`src/logic/enc_consts.svh`:
```
// widths, register offsets, version word and record length for the frame encoder
`ifndef ENC_CONSTS_SVH
`define ENC_CONSTS_SVH

// ==========================================================
// datapath widths
// ==========================================================
`define SAMPLE_W      24
`define COUNT_W       10
`define COUNT_MAX     1023
`define SEQ_W         8

// seq, count hi, count lo, then three peak bytes
`define RECORD_BYTES  6

// ==========================================================
// register map, 12-bit byte offsets
// ==========================================================
`define ADDR_CTRL     12'h000
`define ADDR_STATUS   12'h008
`define ADDR_ERROR    12'h00C
`define ADDR_VERSION  12'h01C

`define VERSION_WORD  32'h0101_0000

`endif

```
`src/logic/enc_pkg.sv`:
```
// vector typedefs and packer state enum for the frame encoder
`include "enc_consts.svh"

package enc_pkg;

    // audio samples are two's complement
    typedef logic signed [`SAMPLE_W-1:0] sample_t;

    // samples seen in one frame, saturating
    typedef logic [`COUNT_W-1:0] count_t;

    typedef logic [`SEQ_W-1:0] seq_t;

    // output stream byte
    typedef logic [7:0] byte_t;

    // register bus
    typedef logic [31:0] reg_word_t;
    typedef logic [11:0] reg_addr_t;

    // record packer FSM
    typedef enum logic {
        idle,
        send
    } pack_state_t;

endpackage

```
`src/logic/audio_frame_encoder_top.sv`:
```
// encoder top, framer, peak meter, record packer and register block
`timescale 1ns/1ps
`include "enc_consts.svh"

module audio_frame_encoder_top (
    input  logic               clk,
    input  logic               rst_n,
    // audio sample stream
    input  logic               audio_tvalid,
    input  logic [31:0]        audio_tdata,
    input  logic               audio_tlast,
    output logic               audio_tready,
    // record byte stream
    output logic               bs_tvalid,
    output enc_pkg::byte_t     bs_tdata,
    output logic               bs_tlast,
    output logic [15:0]        bs_tuser,
    input  logic               bs_tready,
    // register bus
    input  logic               psel,
    input  logic               penable,
    input  logic               pwrite,
    input  enc_pkg::reg_addr_t paddr,
    input  enc_pkg::reg_word_t pwdata,
    output enc_pkg::reg_word_t prdata,
    output logic               pready,
    output logic               pslverr,
    // status
    output logic               encoding_active,
    output logic               frame_processing,
    output enc_pkg::reg_word_t error_status
);
    import enc_pkg::*;

    logic    ctrl_enable;
    logic    packer_busy;
    logic    sample_accept;
    logic    frame_end;
    logic    frame_done;
    logic    frame_active;
    logic    overlength;
    logic    record_sent;
    count_t  frame_count;
    sample_t frame_peak;

    assign encoding_active  = packer_busy;
    assign frame_processing = frame_active;

    sample_framer sample_framer_inst (
        .clk(clk), .rst_n(rst_n), .ctrl_enable(ctrl_enable), .packer_busy(packer_busy),
        .audio_tvalid(audio_tvalid), .audio_tlast(audio_tlast), .audio_tready(audio_tready),
        .sample_accept(sample_accept), .frame_end(frame_end), .frame_done(frame_done),
        .frame_count(frame_count), .frame_active(frame_active), .overlength(overlength)
    );

    frame_peak_meter frame_peak_meter_inst (
        .clk(clk), .rst_n(rst_n), .sample_accept(sample_accept), .frame_end(frame_end),
        .audio_tdata(audio_tdata[`SAMPLE_W-1:0]), .frame_peak(frame_peak)
    );

    frame_record_packer frame_record_packer_inst (
        .clk(clk), .rst_n(rst_n), .frame_done(frame_done), .frame_count(frame_count),
        .frame_peak(frame_peak), .bs_tready(bs_tready), .bs_tvalid(bs_tvalid),
        .bs_tdata(bs_tdata), .bs_tlast(bs_tlast), .bs_tuser(bs_tuser),
        .packer_busy(packer_busy), .record_sent(record_sent)
    );

    enc_apb_regs enc_apb_regs_inst (
        .clk(clk), .rst_n(rst_n), .psel(psel), .penable(penable), .pwrite(pwrite),
        .paddr(paddr), .pwdata(pwdata), .packer_busy(packer_busy),
        .record_sent(record_sent), .overlength(overlength), .prdata(prdata),
        .pready(pready), .pslverr(pslverr), .ctrl_enable(ctrl_enable),
        .error_status(error_status)
    );

endmodule

```
`src/logic/enc_apb_regs.sv`:
```
// APB register block with control, status, error and version registers
`timescale 1ns/1ps
`include "enc_consts.svh"

module enc_apb_regs (
    input  logic                clk,
    input  logic                rst_n,
    input  logic                psel,
    input  logic                penable,
    input  logic                pwrite,
    input  enc_pkg::reg_addr_t  paddr,
    input  enc_pkg::reg_word_t  pwdata,
    input  logic                packer_busy,
    input  logic                record_sent,
    input  logic                overlength,
    output enc_pkg::reg_word_t  prdata,
    output logic                pready,
    output logic                pslverr,
    output logic                ctrl_enable,
    output enc_pkg::reg_word_t  error_status
);
    import enc_pkg::*;

    logic [15:0] rec_cnt;
    logic        err_overlength;
    logic        access_start;
    logic        access_done;
    logic        addr_mapped;
    logic        err_clear;
    reg_word_t   rd_mux;

    // one wait state, pready answers the first access cycle
    assign access_start = psel && penable && !pready;
    assign access_done  = psel && penable && pready;
    assign err_clear    = access_done && pwrite && (paddr == `ADDR_ERROR) && pwdata[0];
    assign error_status = {31'b0, err_overlength};

    // ==========================================================
    // address decode and read mux
    // ==========================================================
    always_comb begin
        addr_mapped = 1'b1;
        rd_mux      = '0;
        case (paddr)
            `ADDR_CTRL:    rd_mux = {31'b0, ctrl_enable};
            `ADDR_STATUS:  rd_mux = {15'b0, packer_busy, rec_cnt};
            `ADDR_ERROR:   rd_mux = error_status;
            `ADDR_VERSION: rd_mux = `VERSION_WORD;
            default:       addr_mapped = 1'b0;
        endcase
    end

    always_ff @(posedge clk or negedge rst_n) begin
        if (!rst_n) begin
            pready  <= 1'b0;
            pslverr <= 1'b0;
            prdata  <= '0;
        end else begin
            pready  <= access_start;
            pslverr <= access_start && !addr_mapped;
            prdata  <= (access_start && !pwrite) ? rd_mux : '0;
        end
    end

    // control, record counter and sticky error
    always_ff @(posedge clk or negedge rst_n) begin
        if (!rst_n) begin
            ctrl_enable    <= 1'b0;
            rec_cnt        <= '0;
            err_overlength <= 1'b0;
        end else begin
            if (access_done && pwrite && paddr == `ADDR_CTRL) begin
                ctrl_enable <= pwdata[0];
            end
            if (record_sent) begin
                rec_cnt <= rec_cnt + 1'b1;
            end
            // a new overlength wins over a clear in the same cycle
            if (overlength) begin
                err_overlength <= 1'b1;
            end else if (err_clear) begin
                err_overlength <= 1'b0;
            end
        end
    end

endmodule

```
`src/logic/frame_peak_meter.sv`:
```
// per-frame peak absolute amplitude of the accepted samples
`timescale 1ns/1ps
`include "enc_consts.svh"

module frame_peak_meter (
    input  logic             clk,
    input  logic             rst_n,
    input  logic             sample_accept,
    input  logic             frame_end,
    input  enc_pkg::sample_t audio_tdata,
    output enc_pkg::sample_t frame_peak
);
    import enc_pkg::*;

    localparam int MAG_W = `SAMPLE_W - 1;

    sample_t          neg_val;
    logic [MAG_W-1:0] mag;
    logic [MAG_W-1:0] run_max;
    logic [MAG_W-1:0] new_max;

    assign neg_val = -audio_tdata;

    // ==========================================================
    // absolute value
    // ==========================================================
    always_comb begin
        if (!audio_tdata[`SAMPLE_W-1]) begin
            mag = audio_tdata[MAG_W-1:0];
        end else if (audio_tdata[MAG_W-1:0] == '0) begin
            // most negative sample has no positive twin
            mag = '1;
        end else begin
            mag = neg_val[MAG_W-1:0];
        end
    end

    assign new_max = (mag > run_max) ? mag : run_max;

    // running max restarts after the tlast sample
    always_ff @(posedge clk or negedge rst_n) begin
        if (!rst_n) begin
            run_max <= '0;
        end else if (frame_end) begin
            run_max <= '0;
        end else if (sample_accept) begin
            run_max <= new_max;
        end
    end

    // held for the packer until the next frame end
    always_ff @(posedge clk) begin
        if (frame_end) begin
            frame_peak <= sample_t'({1'b0, new_max});
        end
    end

endmodule

```
`src/logic/frame_record_packer.sv`:
```
// record packer FSM, six-byte frame record onto the byte stream
`timescale 1ns/1ps
`include "enc_consts.svh"

module frame_record_packer (
    input  logic             clk,
    input  logic             rst_n,
    input  logic             frame_done,
    input  enc_pkg::count_t  frame_count,
    input  enc_pkg::sample_t frame_peak,
    input  logic             bs_tready,
    output logic             bs_tvalid,
    output enc_pkg::byte_t   bs_tdata,
    output logic             bs_tlast,
    output logic [15:0]      bs_tuser,
    output logic             packer_busy,
    output logic             record_sent
);
    import enc_pkg::*;

    localparam int IDX_W = $clog2(`RECORD_BYTES);

    pack_state_t      state;
    logic [IDX_W-1:0] byte_idx;
    seq_t             seq_num;
    seq_t             cap_seq;
    count_t           cap_count;
    sample_t          cap_peak;
    logic             byte_fire;
    logic             last_byte;

    assign bs_tvalid   = (state == send);
    assign packer_busy = bs_tvalid;
    assign byte_fire   = bs_tvalid && bs_tready;
    assign last_byte   = (byte_idx == IDX_W'(`RECORD_BYTES - 1));
    assign bs_tlast    = last_byte;
    assign record_sent = byte_fire && last_byte;
    assign bs_tuser    = {{(16 - `COUNT_W){1'b0}}, cap_count};

    // ==========================================================
    // FSM and byte pointer
    // ==========================================================
    always_ff @(posedge clk or negedge rst_n) begin
        if (!rst_n) begin
            state    <= idle;
            byte_idx <= '0;
            seq_num  <= '0;
        end else begin
            case (state)
                idle: begin
                    byte_idx <= '0;
                    if (frame_done) begin
                        state <= send;
                    end
                end
                send: begin
                    if (byte_fire) begin
                        if (last_byte) begin
                            state    <= idle;
                            byte_idx <= '0;
                            seq_num  <= seq_num + 1'b1;
                        end else begin
                            byte_idx <= byte_idx + 1'b1;
                        end
                    end
                end
                default: state <= idle;
            endcase
        end
    end

    // frame results, stable for the whole record
    always_ff @(posedge clk) begin
        if (state == idle && frame_done) begin
            cap_seq   <= seq_num;
            cap_count <= frame_count;
            cap_peak  <= frame_peak;
        end
    end

    // big-endian count and peak
    always_comb begin
        case (byte_idx)
            3'd0:    bs_tdata = byte_t'(cap_seq);
            3'd1:    bs_tdata = byte_t'(cap_count[`COUNT_W-1:8]);
            3'd2:    bs_tdata = cap_count[7:0];
            3'd3:    bs_tdata = cap_peak[23:16];
            3'd4:    bs_tdata = cap_peak[15:8];
            3'd5:    bs_tdata = cap_peak[7:0];
            default: bs_tdata = '0;
        endcase
    end

    assert property (@(posedge clk) disable iff (!rst_n)
        bs_tvalid && !bs_tready |=> bs_tvalid && $stable(bs_tdata));

    // framer must hold input off while a record is in flight
    assert property (@(posedge clk) disable iff (!rst_n) frame_done |-> !packer_busy);

endmodule

```
`src/logic/sample_framer.sv`:
```
// input ready, sample counting, frame end, overlength and frame activity
`timescale 1ns/1ps
`include "enc_consts.svh"

module sample_framer (
    input  logic            clk,
    input  logic            rst_n,
    input  logic            ctrl_enable,
    input  logic            packer_busy,
    input  logic            audio_tvalid,
    input  logic            audio_tlast,
    output logic            audio_tready,
    output logic            sample_accept,
    output logic            frame_end,
    output logic            frame_done,
    output enc_pkg::count_t frame_count,
    output logic            frame_active,
    output logic            overlength
);
    import enc_pkg::*;

    count_t sample_cnt;
    count_t next_count;
    logic   cnt_at_max;

    // stall while the previous frame is handed over or still being sent
    assign audio_tready  = ctrl_enable && !packer_busy && !frame_done;
    assign sample_accept = audio_tvalid && audio_tready;
    assign frame_end     = sample_accept && audio_tlast;

    // count sticks at the top, extra samples only raise overlength
    assign cnt_at_max   = (sample_cnt == count_t'(`COUNT_MAX));
    assign next_count   = cnt_at_max ? sample_cnt : sample_cnt + 1'b1;
    assign overlength   = sample_accept && cnt_at_max;
    assign frame_active = (sample_cnt != '0);

    always_ff @(posedge clk or negedge rst_n) begin
        if (!rst_n) begin
            sample_cnt <= '0;
            frame_done <= 1'b0;
        end else begin
            frame_done <= frame_end;
            if (sample_accept) begin
                if (audio_tlast) begin
                    sample_cnt <= '0;
                end else begin
                    sample_cnt <= next_count;
                end
            end
        end
    end

    // finished count, including the tlast sample
    always_ff @(posedge clk) begin
        if (frame_end) begin
            frame_count <= next_count;
        end
    end

    // ready drops during frame_done, so frame ends are at least two cycles apart
    assert property (@(posedge clk) disable iff (!rst_n) frame_done |=> !frame_done);

endmodule

```
`config.mk`:
```
export PLATFORM = sky130hd
export DESIGN_NAME = audio_frame_encoder_top
export DESIGN_NICKNAME = d
export VERILOG_FILES = /design/src/logic/enc_pkg.sv /design/src/logic/audio_frame_encoder_top.sv /design/src/logic/enc_apb_regs.sv /design/src/logic/frame_peak_meter.sv /design/src/logic/frame_record_packer.sv /design/src/logic/sample_framer.sv
export VERILOG_INCLUDE_DIRS = /design/src /design/src/logic
export SDC_FILE = /design/constraint.sdc
export NUM_CORES = 1
export LEC_CHECK = 0
export BUFFER_PORTS_ARGS = -buffer_cell sky130_fd_sc_hd__buf_2
export CAP_MARGIN = 20
export CORE_MARGIN = 2
export CORE_UTILIZATION = 35
export DETAILED_ROUTE_END_ITERATION = 16
export SYNTH_ARGS = -nofsm -noshare
export SYNTH_HDL_FRONTEND = slang
export SYNTH_HIERARCHICAL = 1
export SYNTH_SLANG_ARGS = --single-unit
```
`constraint.sdc`:
```
create_clock -name clk -period 4.1 [get_ports clk]
set_input_delay 0.41 -clock clk [delete_from_list [all_inputs] [get_ports clk]]
set_output_delay 0.41 -clock clk [all_outputs]
set_load 0.01 [all_outputs]
```
==> flow_summary.toml <==
[place]
post-place-ws_ns = -0.280
place_congestion = 0.827
placed_cells = 1235
dpl.hpwl_um = 13800
io_buffers = 88

[synth]
synth_edf_count = 75
postSynthCellCount = 788
synth_compound_area_frac = 0.132
synth_top_family_by_area = "simple AND/OR/NAND/NOR gates"
synthMuxAreaShare = 0.0483
ys_seq_elements = 159
synth.distinct_cells = 92
yosys.area_share.simple = 0.153
avgSynthCellArea_um2 = 11.0
yosys_warnings = 6
synth_xor_area_frac = 0.0284
async_reset_ff_frac = 0.528
synthAdderAreaFrac = 0.0419
synth_ff_type = "dfrtp_1"
syn_area_um2 = 8650
synth-seq-area-share = 0.503

[sta]
setup_ws_ns = 0.301
fin_skew_ns = 0.00977
post-route-period-util = 0.927
period_minus_slack_ns = 3.80
rsz0062_at_grt = "false"
setup_viol = 0
hold_slack_ns = 0.0491
worstMarginPinSlew_ns = 0.795
slew_headroom = 0.470
clock.fmax_mhz = 263
drv_slew = 0
hold_violations = 0

[worst_setup_path]
critPathArrivalTime_ns = 3.97
r2r_start = "frame_record_packer_inst/bs_tvalid"
crit_end = "frame_peak_meter_inst/frame_peak[2]"
rr_endpoint = "frame_peak_meter_inst/run_max[8]"
critPathCaptureType = "flop"
required_ns = 4.27
path_class = "in -> reg"
worstPathMaxFanout = 22
worstSetupStartpoint = "audio_tdata[11]"
cp-start-kind = "primary input"
reg2reg_depth = 5
r2r_slack_ns = 1.48

[global_route]
antenna_found_initial = 0
grt_pass1_vias = 5964
grt_remaining_overflow = 0
grt_max_degree = 60
grt_pass1_wl_um = 31100
grt_use_total = 0.149

[power_and_ir_drop]
leakagePower_nw = 4.43
switching_share = 0.281
clkPwrFrac = 0.377
switchingPower_mw = 1.15
p_int_mw = 2.94
ir_drop_v = 0.000275
pwr-share-seq = 0.451
power_density_nw_per_um2 = 395
power_frac_comb = 0.172

[finish]
fin_cells = 1267
utilization = 0.425
antenna_cells = 0
drive_gt1_frac = 0.285
area_growth_pct = 19.4
regArea_um2 = 4350
layout.nets = 1043
multiInputGateArea_um2 = 3740
fill_cells = 2328

[die]
fp-row-count = 57
start_util = 0.356
die_h_um = 161
die-area_um2 = 26000
die_width_um = 161
ios = 179
coreArea_um2 = 24300

[cts]
numCtsBuffers = 17
htree_levels = 4
clkSinkCount = 159
cts_tree = "built"
clk_path_buf_depth = 2
cts_root_buf = "clkbuf_16"
clock_latency_ns = 0.42
path_clk_slew_ns = 0.06
post_cts_buffers = 0

[detailed_routing]
dr.first_iter.drc_count = 468
vias = 6298
wl_um = 18700
via_per_inst = 4.97
wl_per_cell_um = 14.7
ant_nets = 0
first_pass_iters = 5
drc = 0

[worst_hold_path]
min_path_type = "in -> async"

[job]
maxCapViolCount = 0

[outcome]
status = "completed"
-- synthesized netlist by cell type, drive strengths merged, types with 11 or more instances --
cell	count	area [um2]
o21ai	37	193
nor2	40	153
and2	21	131
nor3	21	115
buf	68	514
nor4	11	90.1
a21oi	43	219
edfxtp	75	2250
dfrtp	84	2100
ha	29	363
inv	42	160
nand2	33	126
xnor2	18	158
clkbuf	27	104
mux2	25	285
nand3	29	158
o31ai	11	87.6
nand4	20	146
-- layout make-up --
cell class / instances / area share
clock buffer: 19 / 0.0441
clock inverter: 13 / 0.0120
inverter: 43 / 0.0159
multi-input combinational: 539 / 0.362
sequential: 159 / 0.422
tap: 324 / 0.0392
timing repair buffer: 170 / 0.105
-- routing by layer --
metal	GRT usage	up-vias	routed length, um	part of all wire
met4	0.0430	0	202	0.011
met1	0.220	2994	9280	0.50
met2	0.224	201	8140	0.44
met3	0.0254	16	1070	0.057
li1	-	3087	-	-
met5	0	-	0	0
-- power groups by stage --
stage / Sequential (mW) / Clock, mW / Combinational [mW]
after floorplan: 1.80 / 0 / 0.553
after detailed placement: 1.87 / 0 / 0.698
final: 1.84 / 1.54 / 0.703
after global routing: 1.85 / 1.65 / 0.775
after CTS: 1.84 / 1.57 / 0.702
after global placement: 1.87 / 0 / 0.688
-- cell usage in the layout (no fill, tap or decap), types with 7 or more instances in the layout --
cell type | synthesis | final
mux2i_1 | 8 | 8
nand4_1 | 18 | 18
nand3_1 | 28 | 28
o211ai_1 | 7 | 7
nor2_1 | 39 | 39
ha_1 | 29 | 29
and3_1 | 7 | 7
inv_1 | 40 | 40
a21oi_1 | 42 | 42
buf_4 | 58 | 81
clkbuf_16 | 0 | 18
nor4_1 | 9 | 9
a31oi_1 | 10 | 10
o21ai_0 | 29 | 29
dfrtp_1 | 84 | 84
mux2_4 | 1 | 9
nand2_1 | 32 | 31
buf_2 | 3 | 87
xnor2_1 | 18 | 18
edfxtp_1 | 75 | 75
conb_1 | 3 | 52
nor3_1 | 19 | 19
o31ai_1 | 10 | 10
xor2_1 | 10 | 10
mux2_2 | 23 | 15
and2_1 | 21 | 20
-- how the worst min path moves through the flow --
stage | start | end | slack, ns
after floorplan | rst_n | enc_apb_regs_inst/ctrl_enable | 0.11
after global placement | sample_framer_inst/frame_count[4] | frame_record_packer_inst/cap_count[4] | 0.40
after detailed placement | frame_peak_meter_inst/frame_peak[0] | frame_record_packer_inst/cap_peak[0] | 0.40
after CTS | rst_n | sample_framer_inst/sample_cnt[2] | 0.08
after global routing | rst_n | sample_framer_inst/sample_cnt[2] | 0.14
final | rst_n | sample_framer_inst/sample_cnt[2] | 0.05
-- timing repair --
item / CTS / global route
setup endpoints to repair: 0 / 1
hold buffers: 0 / 0
resized for setup: 0 / 1
-- metrics by stage --
stage | area (um2) | power [mW] | setup TNS, ns
2_1_floorplan | 8900 | 2.35 | -3.30
3_3_place_gp | 9750 | 2.56 | -5.48
3_5_place_dp | 9750 | 2.57 | -7.90
4_1_cts | 10300 | 4.12 | 0
5_1_grt | 10300 | 4.28 | 0
6_report | 10300 | 4.08 | 0
-- critical path, stage by stage --
cell and delay, ns:
buf_2 0.10, or4_1 0.54, or4_4 0.63, o311a_1 0.37, a21oi_1 0.24, ha_1 0.30, and3_1 0.20, and4_1 0.21
o211ai_1 0.13, o211ai_1 0.16, nand2_2 0.12, buf_12 0.19, mux2_2 0.36
-- kinds of logic (layout without fill, tap and decap cells) --
kind of cell / Yosys count / count (layout)
simple gates: 227 / 227
mux: 35 / 35
flops: 159 / 159
buf+inv: 139 / 245
fa+ha+maj: 29 / 29
xor+xnor: 28 / 28
compound gates: 168 / 168
other cells: 3 / 52
-- registers in the layout (all words and copies together) (netlist names), 8 cells and up --
name / flops
enc_apb_regs_inst/rec_cnt: 16
enc_apb_regs_inst/prdata: 18
frame_record_packer_inst/cap_count: 10
frame_peak_meter_inst/frame_peak: 23
frame_record_packer_inst/cap_peak: 24
frame_peak_meter_inst/run_max: 23
sample_framer_inst/sample_cnt: 10
frame_record_packer_inst/cap_seq: 8
frame_record_packer_inst/seq_num: 8
sample_framer_inst/frame_count: 10
No activity file was read; power rests on OpenSTA's default activity.
